<file path="src/source/aggregatorCfgPkg.sv">
package aggregatorCfgPkg;

    // Bot and fold geometry
    localparam int BotBits   = 128;
    localparam int FoldBits  = 32;
    localparam int FoldWords = BotBits / FoldBits;
    localparam int PopBits   = 6;

    // Term is at most 2**FoldBits, so 33 bits used
    localparam int TermBits  = 35;

    // Batch totals, count wraps modulo 2**CountBits
    localparam int CountBits = 10;
    localparam int SumBits   = CountBits + TermBits;

    // Result FIFO sizing
    localparam int FifoDepthLog2    = 4;
    localparam int FifoDepth        = 1 << FifoDepthLog2;
    localparam int AlmostFullMargin = 4;

endpackage

</file>
<file path="src/source/botTypesPkg.sv">
package botTypesPkg;
    import aggregatorCfgPkg::*;

    // One monotone boolean function as it enters the pipeline
    typedef logic [BotBits-1:0] botT;

    // What the decoder saw on the input in a given cycle
    typedef enum logic [1:0] {
        opIdle            = 2'd0,
        opAccumulate      = 2'd1,
        opAccumulateClose = 2'd2,
        opClose           = 2'd3
    } decodeOpT;

    // Decoder to accumulator, one per cycle
    typedef struct packed {
        decodeOpT           op;
        logic [PopBits-1:0] popCount;
    } decodedBotT;

    // Finished batch record, as stored in the result FIFO
    typedef struct packed {
        logic [SumBits-1:0]   pcoeffSum;
        logic [CountBits-1:0] pcoeffCount;
    } batchResultT;

endpackage

</file>
<file path="src/source/botDecoder.sv">
`timescale 1ns/1ns

module botDecoder
    import aggregatorCfgPkg::*;
    import botTypesPkg::*;
(
    input  logic       clk,
    input  logic       rst,
    input  logic       isBotValid,
    input  botT        bot,
    input  logic       lastBotOfBatch,
    output decodedBotT decoded
);

    logic [FoldBits-1:0] foldWord;
    logic [PopBits-1:0]  foldOnes;
    decodeOpT            nextOp;

    // XOR the 32-bit words of the bot together
    always_comb begin
        foldWord = '0;
        for (int w = 0; w < FoldWords; w++) begin
            foldWord = foldWord ^ bot[w*FoldBits +: FoldBits];
        end
    end

    // Ones in the folded word, 0 to 32
    always_comb begin
        foldOnes = '0;
        for (int b = 0; b < FoldBits; b++) begin
            foldOnes = foldOnes + PopBits'(foldWord[b]);
        end
    end

    // Valid and last flags to opcode
    always_comb begin
        unique case ({isBotValid, lastBotOfBatch})
            2'b10: begin
                nextOp = opAccumulate;
            end
            2'b11: begin
                nextOp = opAccumulateClose;
            end
            2'b01: begin
                nextOp = opClose;
            end
            default: begin
                nextOp = opIdle;
            end
        endcase
    end

    // One register stage between input pins and accumulator
    always_ff @(posedge clk) begin
        // Zero popcount on cycles without a bot
        decoded.popCount <= isBotValid ? foldOnes : '0;
        if (rst) begin
            decoded.op <= opIdle;
        end else begin
            decoded.op <= nextOp;
        end
    end

endmodule

</file>
<file path="src/source/termAccumulator.sv">
`timescale 1ns/1ns

module termAccumulator
    import aggregatorCfgPkg::*;
    import botTypesPkg::*;
(
    input  logic        clk,
    input  logic        rst,
    input  decodedBotT  decoded,
    output logic        resultValid,
    output batchResultT batchResult
);

    logic [TermBits-1:0]  term;
    logic                 hasBot;
    logic                 isClose;

    // Running totals of the open batch
    logic [SumBits-1:0]   runSum;
    logic [CountBits-1:0] runCount;

    // Totals including this cycle's bot, if any
    logic [SumBits-1:0]   nextSum;
    logic [CountBits-1:0] nextCount;

    // Stand-in coefficient, 2 to the power of the popcount
    assign term = TermBits'(1) << decoded.popCount;

    always_comb begin
        hasBot  = (decoded.op == opAccumulate) || (decoded.op == opAccumulateClose);
        isClose = (decoded.op == opAccumulateClose) || (decoded.op == opClose);
    end

    always_comb begin
        nextSum   = runSum;
        nextCount = runCount;
        if (hasBot) begin
            nextSum   = runSum + SumBits'(term);
            // Wraps at 1024 by width
            nextCount = runCount + CountBits'(1);
        end
    end

    // Control and running totals
    always_ff @(posedge clk) begin
        if (rst) begin
            runSum      <= '0;
            runCount    <= '0;
            resultValid <= 1'b0;
        end else begin
            resultValid <= isClose;
            if (isClose) begin
                // Next cycle already belongs to a fresh batch
                runSum   <= '0;
                runCount <= '0;
            end else begin
                runSum   <= nextSum;
                runCount <= nextCount;
            end
        end
    end

    // Finished record, held until the next close
    always_ff @(posedge clk) begin
        if (isClose) begin
            batchResult.pcoeffSum   <= nextSum;
            batchResult.pcoeffCount <= nextCount;
        end
    end

    // Decoder must never hand over more ones than a fold can hold
    popCountInRange: assert property (
        @(posedge clk) disable iff (rst)
        decoded.popCount <= PopBits'(FoldBits)
    ) else $error("popcount %0d exceeds fold width", decoded.popCount);

endmodule

</file>
<file path="src/source/resultFifo.sv">
`timescale 1ns/1ns

module resultFifo
    import aggregatorCfgPkg::*;
    import botTypesPkg::*;
(
    input  logic        clk,
    input  logic        rst,
    input  logic        writeEnable,
    input  batchResultT dataIn,
    output logic        almostFull,
    input  logic        readEnable,
    output batchResultT dataOut,
    output logic        empty
);

    batchResultT fifoMem [FifoDepth];

    logic [FifoDepthLog2-1:0] readPtr;
    logic [FifoDepthLog2-1:0] writePtr;
    logic [FifoDepthLog2:0]   entryCount;

    logic full;
    logic doWrite;
    logic doRead;
    logic nearlyFull;

    assign empty      = (entryCount == '0);
    assign full       = (entryCount == (FifoDepthLog2 + 1)'(FifoDepth));
    assign nearlyFull = (entryCount >= (FifoDepthLog2 + 1)'(FifoDepth - AlmostFullMargin));

    // Grabs while empty are dropped
    assign doRead  = readEnable && !empty;
    // A full FIFO still takes a write when a read frees a slot
    assign doWrite = writeEnable && (!full || doRead);

    // Oldest record sits on the output whenever not empty
    assign dataOut = fifoMem[readPtr];

    always_ff @(posedge clk) begin
        if (doWrite) begin
            fifoMem[writePtr] <= dataIn;
        end
    end

    // Pointers wrap naturally, depth is a power of two
    always_ff @(posedge clk) begin
        if (rst) begin
            readPtr    <= '0;
            writePtr   <= '0;
            entryCount <= '0;
            almostFull <= 1'b0;
        end else begin
            if (doWrite) begin
                writePtr <= writePtr + 1'b1;
            end
            if (doRead) begin
                readPtr <= readPtr + 1'b1;
            end
            unique case ({doWrite, doRead})
                2'b10: begin
                    entryCount <= entryCount + 1'b1;
                end
                2'b01: begin
                    entryCount <= entryCount - 1'b1;
                end
                default: begin
                    entryCount <= entryCount;
                end
            endcase
            // Registered slow-down, lags the count by one cycle
            almostFull <= nearlyFull;
        end
    end

    // Producer ignored slow-down and a record is lost
    noWriteWhenFull: assert property (
        @(posedge clk) disable iff (rst)
        !(writeEnable && full && !doRead)
    ) else $error("result written into a full FIFO");

    countWithinDepth: assert property (
        @(posedge clk) disable iff (rst)
        entryCount <= (FifoDepthLog2 + 1)'(FifoDepth)
    ) else $error("FIFO entry count %0d above depth", entryCount);

endmodule

</file>
<file path="src/source/aggregatingPipelineTop.sv">
`timescale 1ns/1ns

module aggregatingPipelineTop
    import botTypesPkg::*;
(
    input  logic        clk,
    input  logic        rst,

    // Producer side
    input  logic        isBotValid,
    input  botT         bot,
    input  logic        lastBotOfBatch,
    output logic        slowDownInput,

    // Consumer side
    input  logic        grabResults,
    output logic        resultsAvailable,
    output batchResultT result
);

    decodedBotT  decoded;
    logic        resultValid;
    batchResultT batchResult;
    logic        fifoEmpty;

    botDecoder decoder0 (
        .clk            (clk),
        .rst            (rst),
        .isBotValid     (isBotValid),
        .bot            (bot),
        .lastBotOfBatch (lastBotOfBatch),
        .decoded        (decoded)
    );

    termAccumulator accumulator0 (
        .clk         (clk),
        .rst         (rst),
        .decoded     (decoded),
        .resultValid (resultValid),
        .batchResult (batchResult)
    );

    // almostFull is already registered inside the FIFO
    resultFifo fifo0 (
        .clk         (clk),
        .rst         (rst),
        .writeEnable (resultValid),
        .dataIn      (batchResult),
        .almostFull  (slowDownInput),
        .readEnable  (grabResults),
        .dataOut     (result),
        .empty       (fifoEmpty)
    );

    assign resultsAvailable = !fifoEmpty;

endmodule

</file>
<file path="config.mk">
export PLATFORM = sky130hd
export DESIGN_NAME = aggregatingPipelineTop
export DESIGN_NICKNAME = d
export VERILOG_FILES = /design/src/source/aggregatorCfgPkg.sv /design/src/source/botTypesPkg.sv /design/src/source/botDecoder.sv /design/src/source/termAccumulator.sv /design/src/source/resultFifo.sv /design/src/source/aggregatingPipelineTop.sv
export SDC_FILE = /design/constraint.sdc
export NUM_CORES = 1
export LEC_CHECK = 0
export BUFFER_PORTS_ARGS = -buffer_cell sky130_fd_sc_hd__buf_2
export CAP_MARGIN = 20
export CORE_ASPECT_RATIO = 0.8
export CORE_MARGIN = 2
export CORE_UTILIZATION = 55
export DETAILED_ROUTE_END_ITERATION = 8
export GPL_ROUTABILITY_DRIVEN = 0
export MAX_ROUTING_LAYER = met4
export PLACE_DENSITY = 0.77
export SETUP_SLACK_MARGIN = 0.1
export SLEW_MARGIN = 20
export SYNTH_ARGS = -nofsm -noshare
export SYNTH_HDL_FRONTEND = slang
export SYNTH_HIERARCHICAL = 1
export SYNTH_SLANG_ARGS = --single-unit
</file>
<file path="constraint.sdc">
create_clock -name clk -period 4.99 [get_ports clk]
set_clock_uncertainty 0.05 [all_clocks]
set_input_delay 0.7485 -clock clk [delete_from_list [all_inputs] [get_ports clk]]
set_output_delay 0.7485 -clock clk [all_outputs]
set_load 0.02 [all_outputs]
</file>
# ---- Word level (Yosys, flattened, before mapping)
# Memories as Yosys holds them, arrays and structs flattened. A register that Yosys moved wholly into a read port is not among the register bits.
# Cells that the tools add are included.
# W data, S select, Z words.
dict set report classes {
  n_shift 1
  addsub 37
  n_mux 8
  eq_ne 9
  bitwise 3
  reduce_logical 10
  n_lt_le_gt_ge 1
}
# cell count
set op_table {}
lappend op_table {{$add A6 B1 Y6} 30}
lappend op_table {{$xor A32 B32 Y32} 3}
lappend op_table {{$add A45 B35 Y45} 1}
lappend op_table {{$mux W45} 1}
lappend op_table {{$shl A1 B6 Y35 const A} 1}
lappend op_table {{$add A10 B1 Y10 const B} 1}
lappend op_table {{$eq A2 B2 Y1 const B} 5}
lappend op_table {{$mux W10} 1}
lappend op_table {{$pmux W5 S2} 1}
lappend op_table {{$add A4 B1 Y4 const B} 2}
lappend op_table {{$mux W4} 2}
lappend op_table {{$eq A2 B1 Y1 const B} 3}
lappend op_table {{$pmux W2 S3} 1}
lappend op_table {{$add A5 B1 Y5 const B} 1}
lappend op_table {{$eq A5 B5 Y1 const B} 1}
lappend op_table {{$ge A5 B4 Y1 const B} 1}
lappend op_table {{$logic_not A5 Y1} 1}
lappend op_table {{$sub A5 B1 Y5 const B} 1}
lappend op_table {{$logic_or A1 B1 Y1} 3}
lappend op_table {{$add A1 B1 Y2} 1}
lappend op_table {{$logic_and A1 B1 Y1} 2}
lappend op_table {{$logic_not A1 Y1} 2}
lappend op_table {{$mux W1} 2}
lappend op_table {{$reduce_bool A2 Y1} 1}
lappend op_table {{$reduce_or A2 Y1} 1}
dict set report totals {
  output_inout_bits 57
  ramBits 880
  register_bits 133
  memories 1
}
# memory depth word_bits read_ports rd_clocked_by_memory_dff wr line
set memory_table {}
lappend memory_table {fifo0.fifoMem 16 55 1 1 1 resultFifo.sv:17} ;# batchResultT fifoMem [FifoDepth];

# ---- Logic depth before layout (Yosys ltp)
dict set report logic_depth {
  depth_word 34
  mapped_depth 18
  ltp_nobuf 18
}

# ---- Modules after synthesis
# Netlist, hierarchy kept.
# mod seq_area_each_um2 area_per_inst_um2 n_inst cells_each
set modules_own_cells {}
lappend modules_own_cells {resultFifo 26785.7 33850.0 1 1468}
lappend modules_own_cells {termAccumulator 2772.7 6033.3 1 628}
lappend modules_own_cells {botDecoder 160.2 1831.8 1 186}
lappend modules_own_cells {aggregatingPipelineTop 0.0 3.8 1 1}

# ---- Worst setup path after synthesis
# No wires, ideal clock.
dict set report synth_path {
  path_type {input -> register}
  from {input port bot[32]}
  to {register decoder0/decoded[4] (netlist name)}
  required_ps 4868
  slack_ps -394
  t_arrival_ps 5263
  setup_time_ps 72
  cell_stages 17
  cell_sequence {xnor2_1 > xnor2_1 > fa_1 > inv_1 > fa_1 > fa_1 > fa_1 > inv_1 > fa_1 > fa_1 > inv_1 > ha_1 > inv_1 > fa_1 > nand2b_1 > a21oi_1 > mux2i_1}
}
dict set report synth_via {
  elab_chain_cells 34
}
# element line
set synth_rtl {}
lappend synth_rtl {{from (decl)} aggregatingPipelineTop.sv:11} ;# input botT bot,
lappend synth_rtl {{$xor A32 B32 Y32 (3 in series)} botDecoder.sv:23} ;# foldWord = foldWord ^ bot[w*FoldBits +: FoldBits];
lappend synth_rtl {{$add A1 B1 Y2} botDecoder.sv:31} ;# foldOnes = foldOnes + PopBits'(foldWord[b]);
lappend synth_rtl {{$add A6 B1 Y6 (30 in series)} botDecoder.sv:31}
# No other way between the ends.
# A chain may end at the register's enable or synchronous reset.

# ---- Final worst setup path
dict set report layout_path {
  from {input port bot[91]}
  to {register decoder0/decoded[4] (netlist name)}
}
dict set report layout_via {
  elab_chain_cells 7
}
# element line
set layout_rtl {}
lappend layout_rtl {{$xor A32 B32 Y32 (2 in series)} botDecoder.sv:23}
lappend layout_rtl {{$add A6 B1 Y6 (5 in series)} botDecoder.sv:31}
# No other way between the ends.

==> results.toml <==
[floorplan]
floorplan.die_area_mm2 = 0.07808
core.rowCount = 90
die_x_um = 311.9
die_h_um = 250.3
coreArea_mm2 = 0.07522
floorplan.initialDensity_pct = 55.46
ioPinCount = 190

[power_and_ir_drop]
power_density_mw_per_mm2 = 510.9
power.ir.vdd_worst_uv = 1175
p_leak_nw = 15.77
total_power_w = 0.02420

[worst_setup_path]
critical_path.cell_chain = "buf_2, xnor2_1, xnor2_2, fa_2, fa_1, fa_1, inv_2, fa_1, inv_2, fa_1, fa_1, inv_1, ha_2, inv_2, fa_2, nand2b_4, a21oi_2, mux2i_1"
path_common_cell = "sky130_fd_sc_hd__fa_1"
crit_family = "adder cells"
timing.rr.start = "decoder0/decoded[1]"
critPathCaptureType = "flop"
crit_arrival_ns = 5.49
ff2ff_setup_slack_ns = 0.91
critical-path-slowest-cell = "sky130_fd_sc_hd__fa_1"
path_buf_inv = 5
start_kind = "input pin"
cp_data_required_time_ns = 5.51
worst_r2r_path_depth = 12
r2r-end = "accumulator0/runSum[44]"
setup.worst_path.class = "in -> reg"
critPathMaxStageDelay_ns = 0.54
largest_fanout_on_the_critical_path = 2

[finish]
drive_above_1_share_pct = 26.26
layout.nets = 2746
layout.core_utilization_pct = 62.98
multi_input_comb_area_mm2 = 0.01156
seqCellArea_mm2 = 0.02973
n_fill_cell = 5185
finish.instance_area_mm2 = 0.04738
flow.area_growth_from_synthesis_pct = 13.56

[min_path]
worst_hold_path_depth = 3
worstHoldEndpoint = "decoder0/decoded[3]"
worst_hold_startpoint = "isBotValid"
holdCritPathClass = "in -> reg"

[sta]
final-max-slew-violation-count = 0
tightest_slew_ns = 1.197
hold_viol = 0
fmax_ghz = 0.2013
relSlewSlack_pct = 20.04
finalSetupViolations = 0
fin_worst_hold_slack_ns = 0.3811
tns_ns = 0
grt_setup_unrepaired = "yes"
post_layout_min_period_ns = 4.967
finalCritPeriodShare_pct = 99.54

[logic_synthesis]
seq_area_frac_synth_pct = 71.24
netlist_instances = 2283
yosys.area.top_type_share_pct = 67.30
async_flop_share_pct = 0
yosysWarnings = 6
synth_enable_flop_cells = 935
synthTopCellsByArea = "sky130_fd_sc_hd__edfxtp_1 67%, sky130_fd_sc_hd__mux4_2 12%, sky130_fd_sc_hd__dfxtp_1 3.9%"
yosys.cell_count.top_type = "sky130_fd_sc_hd__edfxtp_1"
dominantRegCellSynth = "sky130_fd_sc_hd__edfxtp_1"
post_synth_most_frequent_cells = "935 x sky130_fd_sc_hd__edfxtp_1, 220 x sky130_fd_sc_hd__mux4_2, 123 x sky130_fd_sc_hd__nand2_1"
post_synthesis_area_per_instance_um2 = 18.27
main_combinational_cell_family_by_area_after_synthesis = "multiplexers"
synth_simple_gate_area_share_pct = 4.418
synth_largest_area_cell = "sky130_fd_sc_hd__edfxtp_1"
post_synth_fa_ha_maj_area_fraction_pct = 2.927
synth.cell_area_mm2 = 0.04172
postSynthRegisterBits = 1017
post_synth_mux_area_share_pct = 12.18
synth_compound_gate_area_share_pct = 4.553
synth-xor-area-share_pct = 3.212
library_cells_used_by_synthesis = 67
synth.net_count = 2498

[drt]
drt_iter0_drc = 2540
drt.antenna.violating_nets = 0
total_wirelength_um = 96650
firstDrtPassIters = 5
vias_per_cell = 6.222
vias = 22543
avgRoutedWirePerCell_um = 26.68
drc = 0

[place]
dp_hpwl_um = 55460
place_area_mm2 = 0.04420
io_buffers = 189

[global_route]
grt_first_pass_wirelength_um = 141900
gr-max-usage-layer = "met2"
groute.layer.met2.usage_pct = 40.04
grt_total_ovfl = 0
grt_pass1_vias = 22698
global_route.usage.total_pct = 25.52
antenna_found_initial = 4
met1_usage_pct = 34.03
grt_start_max_net_pins = 57
globalRouteMet3Util_pct = 4.885

[clock_tree]
clkSinkCount = 1017
maximum_buffer_depth_of_the_clock_tree = 3
cts_inserted_buffers = 95
clk_slew_on_worst_s_h_paths_ns = 0.06
clock_latency_ns = 0.67
htree_num_levels = 3
cts.root.buffer_cell = "sky130_fd_sc_hd__clkbuf_16"
clock_tree_from_tritoncts = "done"

[job]
drv_cap = 0

[status]
run_status = "completed"
==> sequential cells by signal, indices dropped and copies added (netlist names), named ones only <==
name and count:
accumulator0/resultValid 1, fifo0/writePtr 4, fifo0/fifoMem 880, fifo0/almostFull 1, accumulator0/runSum 45, decoder0/decoded 8, fifo0/readPtr 4, fifo0/entryCount 5
accumulator0/batchResult 55, accumulator0/runCount 10
==> report_power, final <==
part / total, W / switching (W) / internal [W] / leakage (nW)
Sequential: 0.00986 / 0.000345 / 0.00952 / 9.00
Combinational: 0.00728 / 0.00364 / 0.00365 / 5.26
Clock: 0.00706 / 0.00311 / 0.00394 / 1.51
==> how the worst max path moves through the flow <==
| stage | start | endpoint | slack (ns) | depth (start not counted) |
|---|---|---|---|---|
| global route | bot[91] | decoder0/decoded[4] | -0.14 | 18 |
| floorplan | bot[85] | decoder0/decoded[4] | -0.28 | 18 |
| CTS | bot[27] | decoder0/decoded[4] | 0.02 | 18 |
| finish | bot[91] | decoder0/decoded[4] | 0.02 | 18 |
| global placement | bot[55] | decoder0/decoded[4] | -0.60 | 19 |
| detailed placement | bot[33] | decoder0/decoded[4] | -0.72 | 18 |
==> worst register-to-register path, delay by kind of cell (launching register included) <==
| kind | cells | cell delay (ns) |
|---|---|---|
| AOI/OAI and AO/OA | 6 | 1.80 |
| and+or+nand+nor | 4 | 1.03 |
| adders and majority gates | 1 | 0.45 |
| DFF | 1 | 0.43 |
| xor gates and xnor gates | 1 | 0.27 |
==> metal layers <==
metal	up-vias	routed length [µm]	share of wire (%)
li1	9553	-	-
met1	11533	37460	39
met2	1246	46770	48
met3	211	9203	9.5
met4	0	3218	3.3
met5	-	0	0
==> stage by stage <==
stage,worst slack [ns],instances
global placement,-0.6035,3444
floorplan,-0.2801,2283
global route,-0.1413,3622
CTS,0.01841,3619
detailed placement,-0.7209,3444
finish,0.02319,3623
==> kinds of logic (layout without fill, tap and decap cells) <==
kind of cell,Yosys count,after routing
xor gates and xnor gates,153,153
adders and majority gates,82,82
muxes,232,232
AOI/OAI and AO/OA,274,274
and+or+nand+nor,373,373
buffers and inverters,152,478
DFF,1017,1017
other,0,2
==> cells in the final DEF, fill, tap and decap left out, types with 14 or more instances in the layout <==
cell / instances
sky130_fd_sc_hd__mux4_2: 220
sky130_fd_sc_hd__nand2_1: 123
sky130_fd_sc_hd__clkbuf_16: 96
sky130_fd_sc_hd__xor2_1: 41
sky130_fd_sc_hd__edfxtp_1: 935
sky130_fd_sc_hd__xnor2_1: 102
sky130_fd_sc_hd__ha_1: 54
sky130_fd_sc_hd__nand3_1: 14
sky130_fd_sc_hd__buf_2: 187
sky130_fd_sc_hd__and2_1: 46
sky130_fd_sc_hd__nor2b_1: 19
sky130_fd_sc_hd__fa_1: 22
sky130_fd_sc_hd__clkinv_1: 15
sky130_fd_sc_hd__a21oi_1: 42
sky130_fd_sc_hd__buf_4: 53
sky130_fd_sc_hd__inv_1: 42
sky130_fd_sc_hd__clkinv_2: 28
sky130_fd_sc_hd__a22oi_1: 110
sky130_fd_sc_hd__dfxtp_1: 80
sky130_fd_sc_hd__o21ai_0: 33
sky130_fd_sc_hd__nor2_1: 79
sky130_fd_sc_hd__clkbuf_1: 16
==> layout make-up <==
| cell class | instances | area share [%] |
|---|---|---|
| Clock buffer | 117 | 5.343 |
| Sequential cell | 1017 | 62.74 |
| Clock inverter | 58 | 1.062 |
| Antenna cell | 2 | 0.01056 |
| Tap cell | 1012 | 2.673 |
| Inverter | 48 | 0.3803 |
| Timing Repair Buffer | 255 | 3.391 |
| Multi-Input combinational cell | 1114 | 24.40 |
==> repair_timing <==
action,in CTS,in global routing
setup endpoints to repair,1,4
gates resized for setup,4,17
buffers inserted,0,1
pin swaps,4,5
hold buffers,0,0
Power figures use the tool's default switching activity.
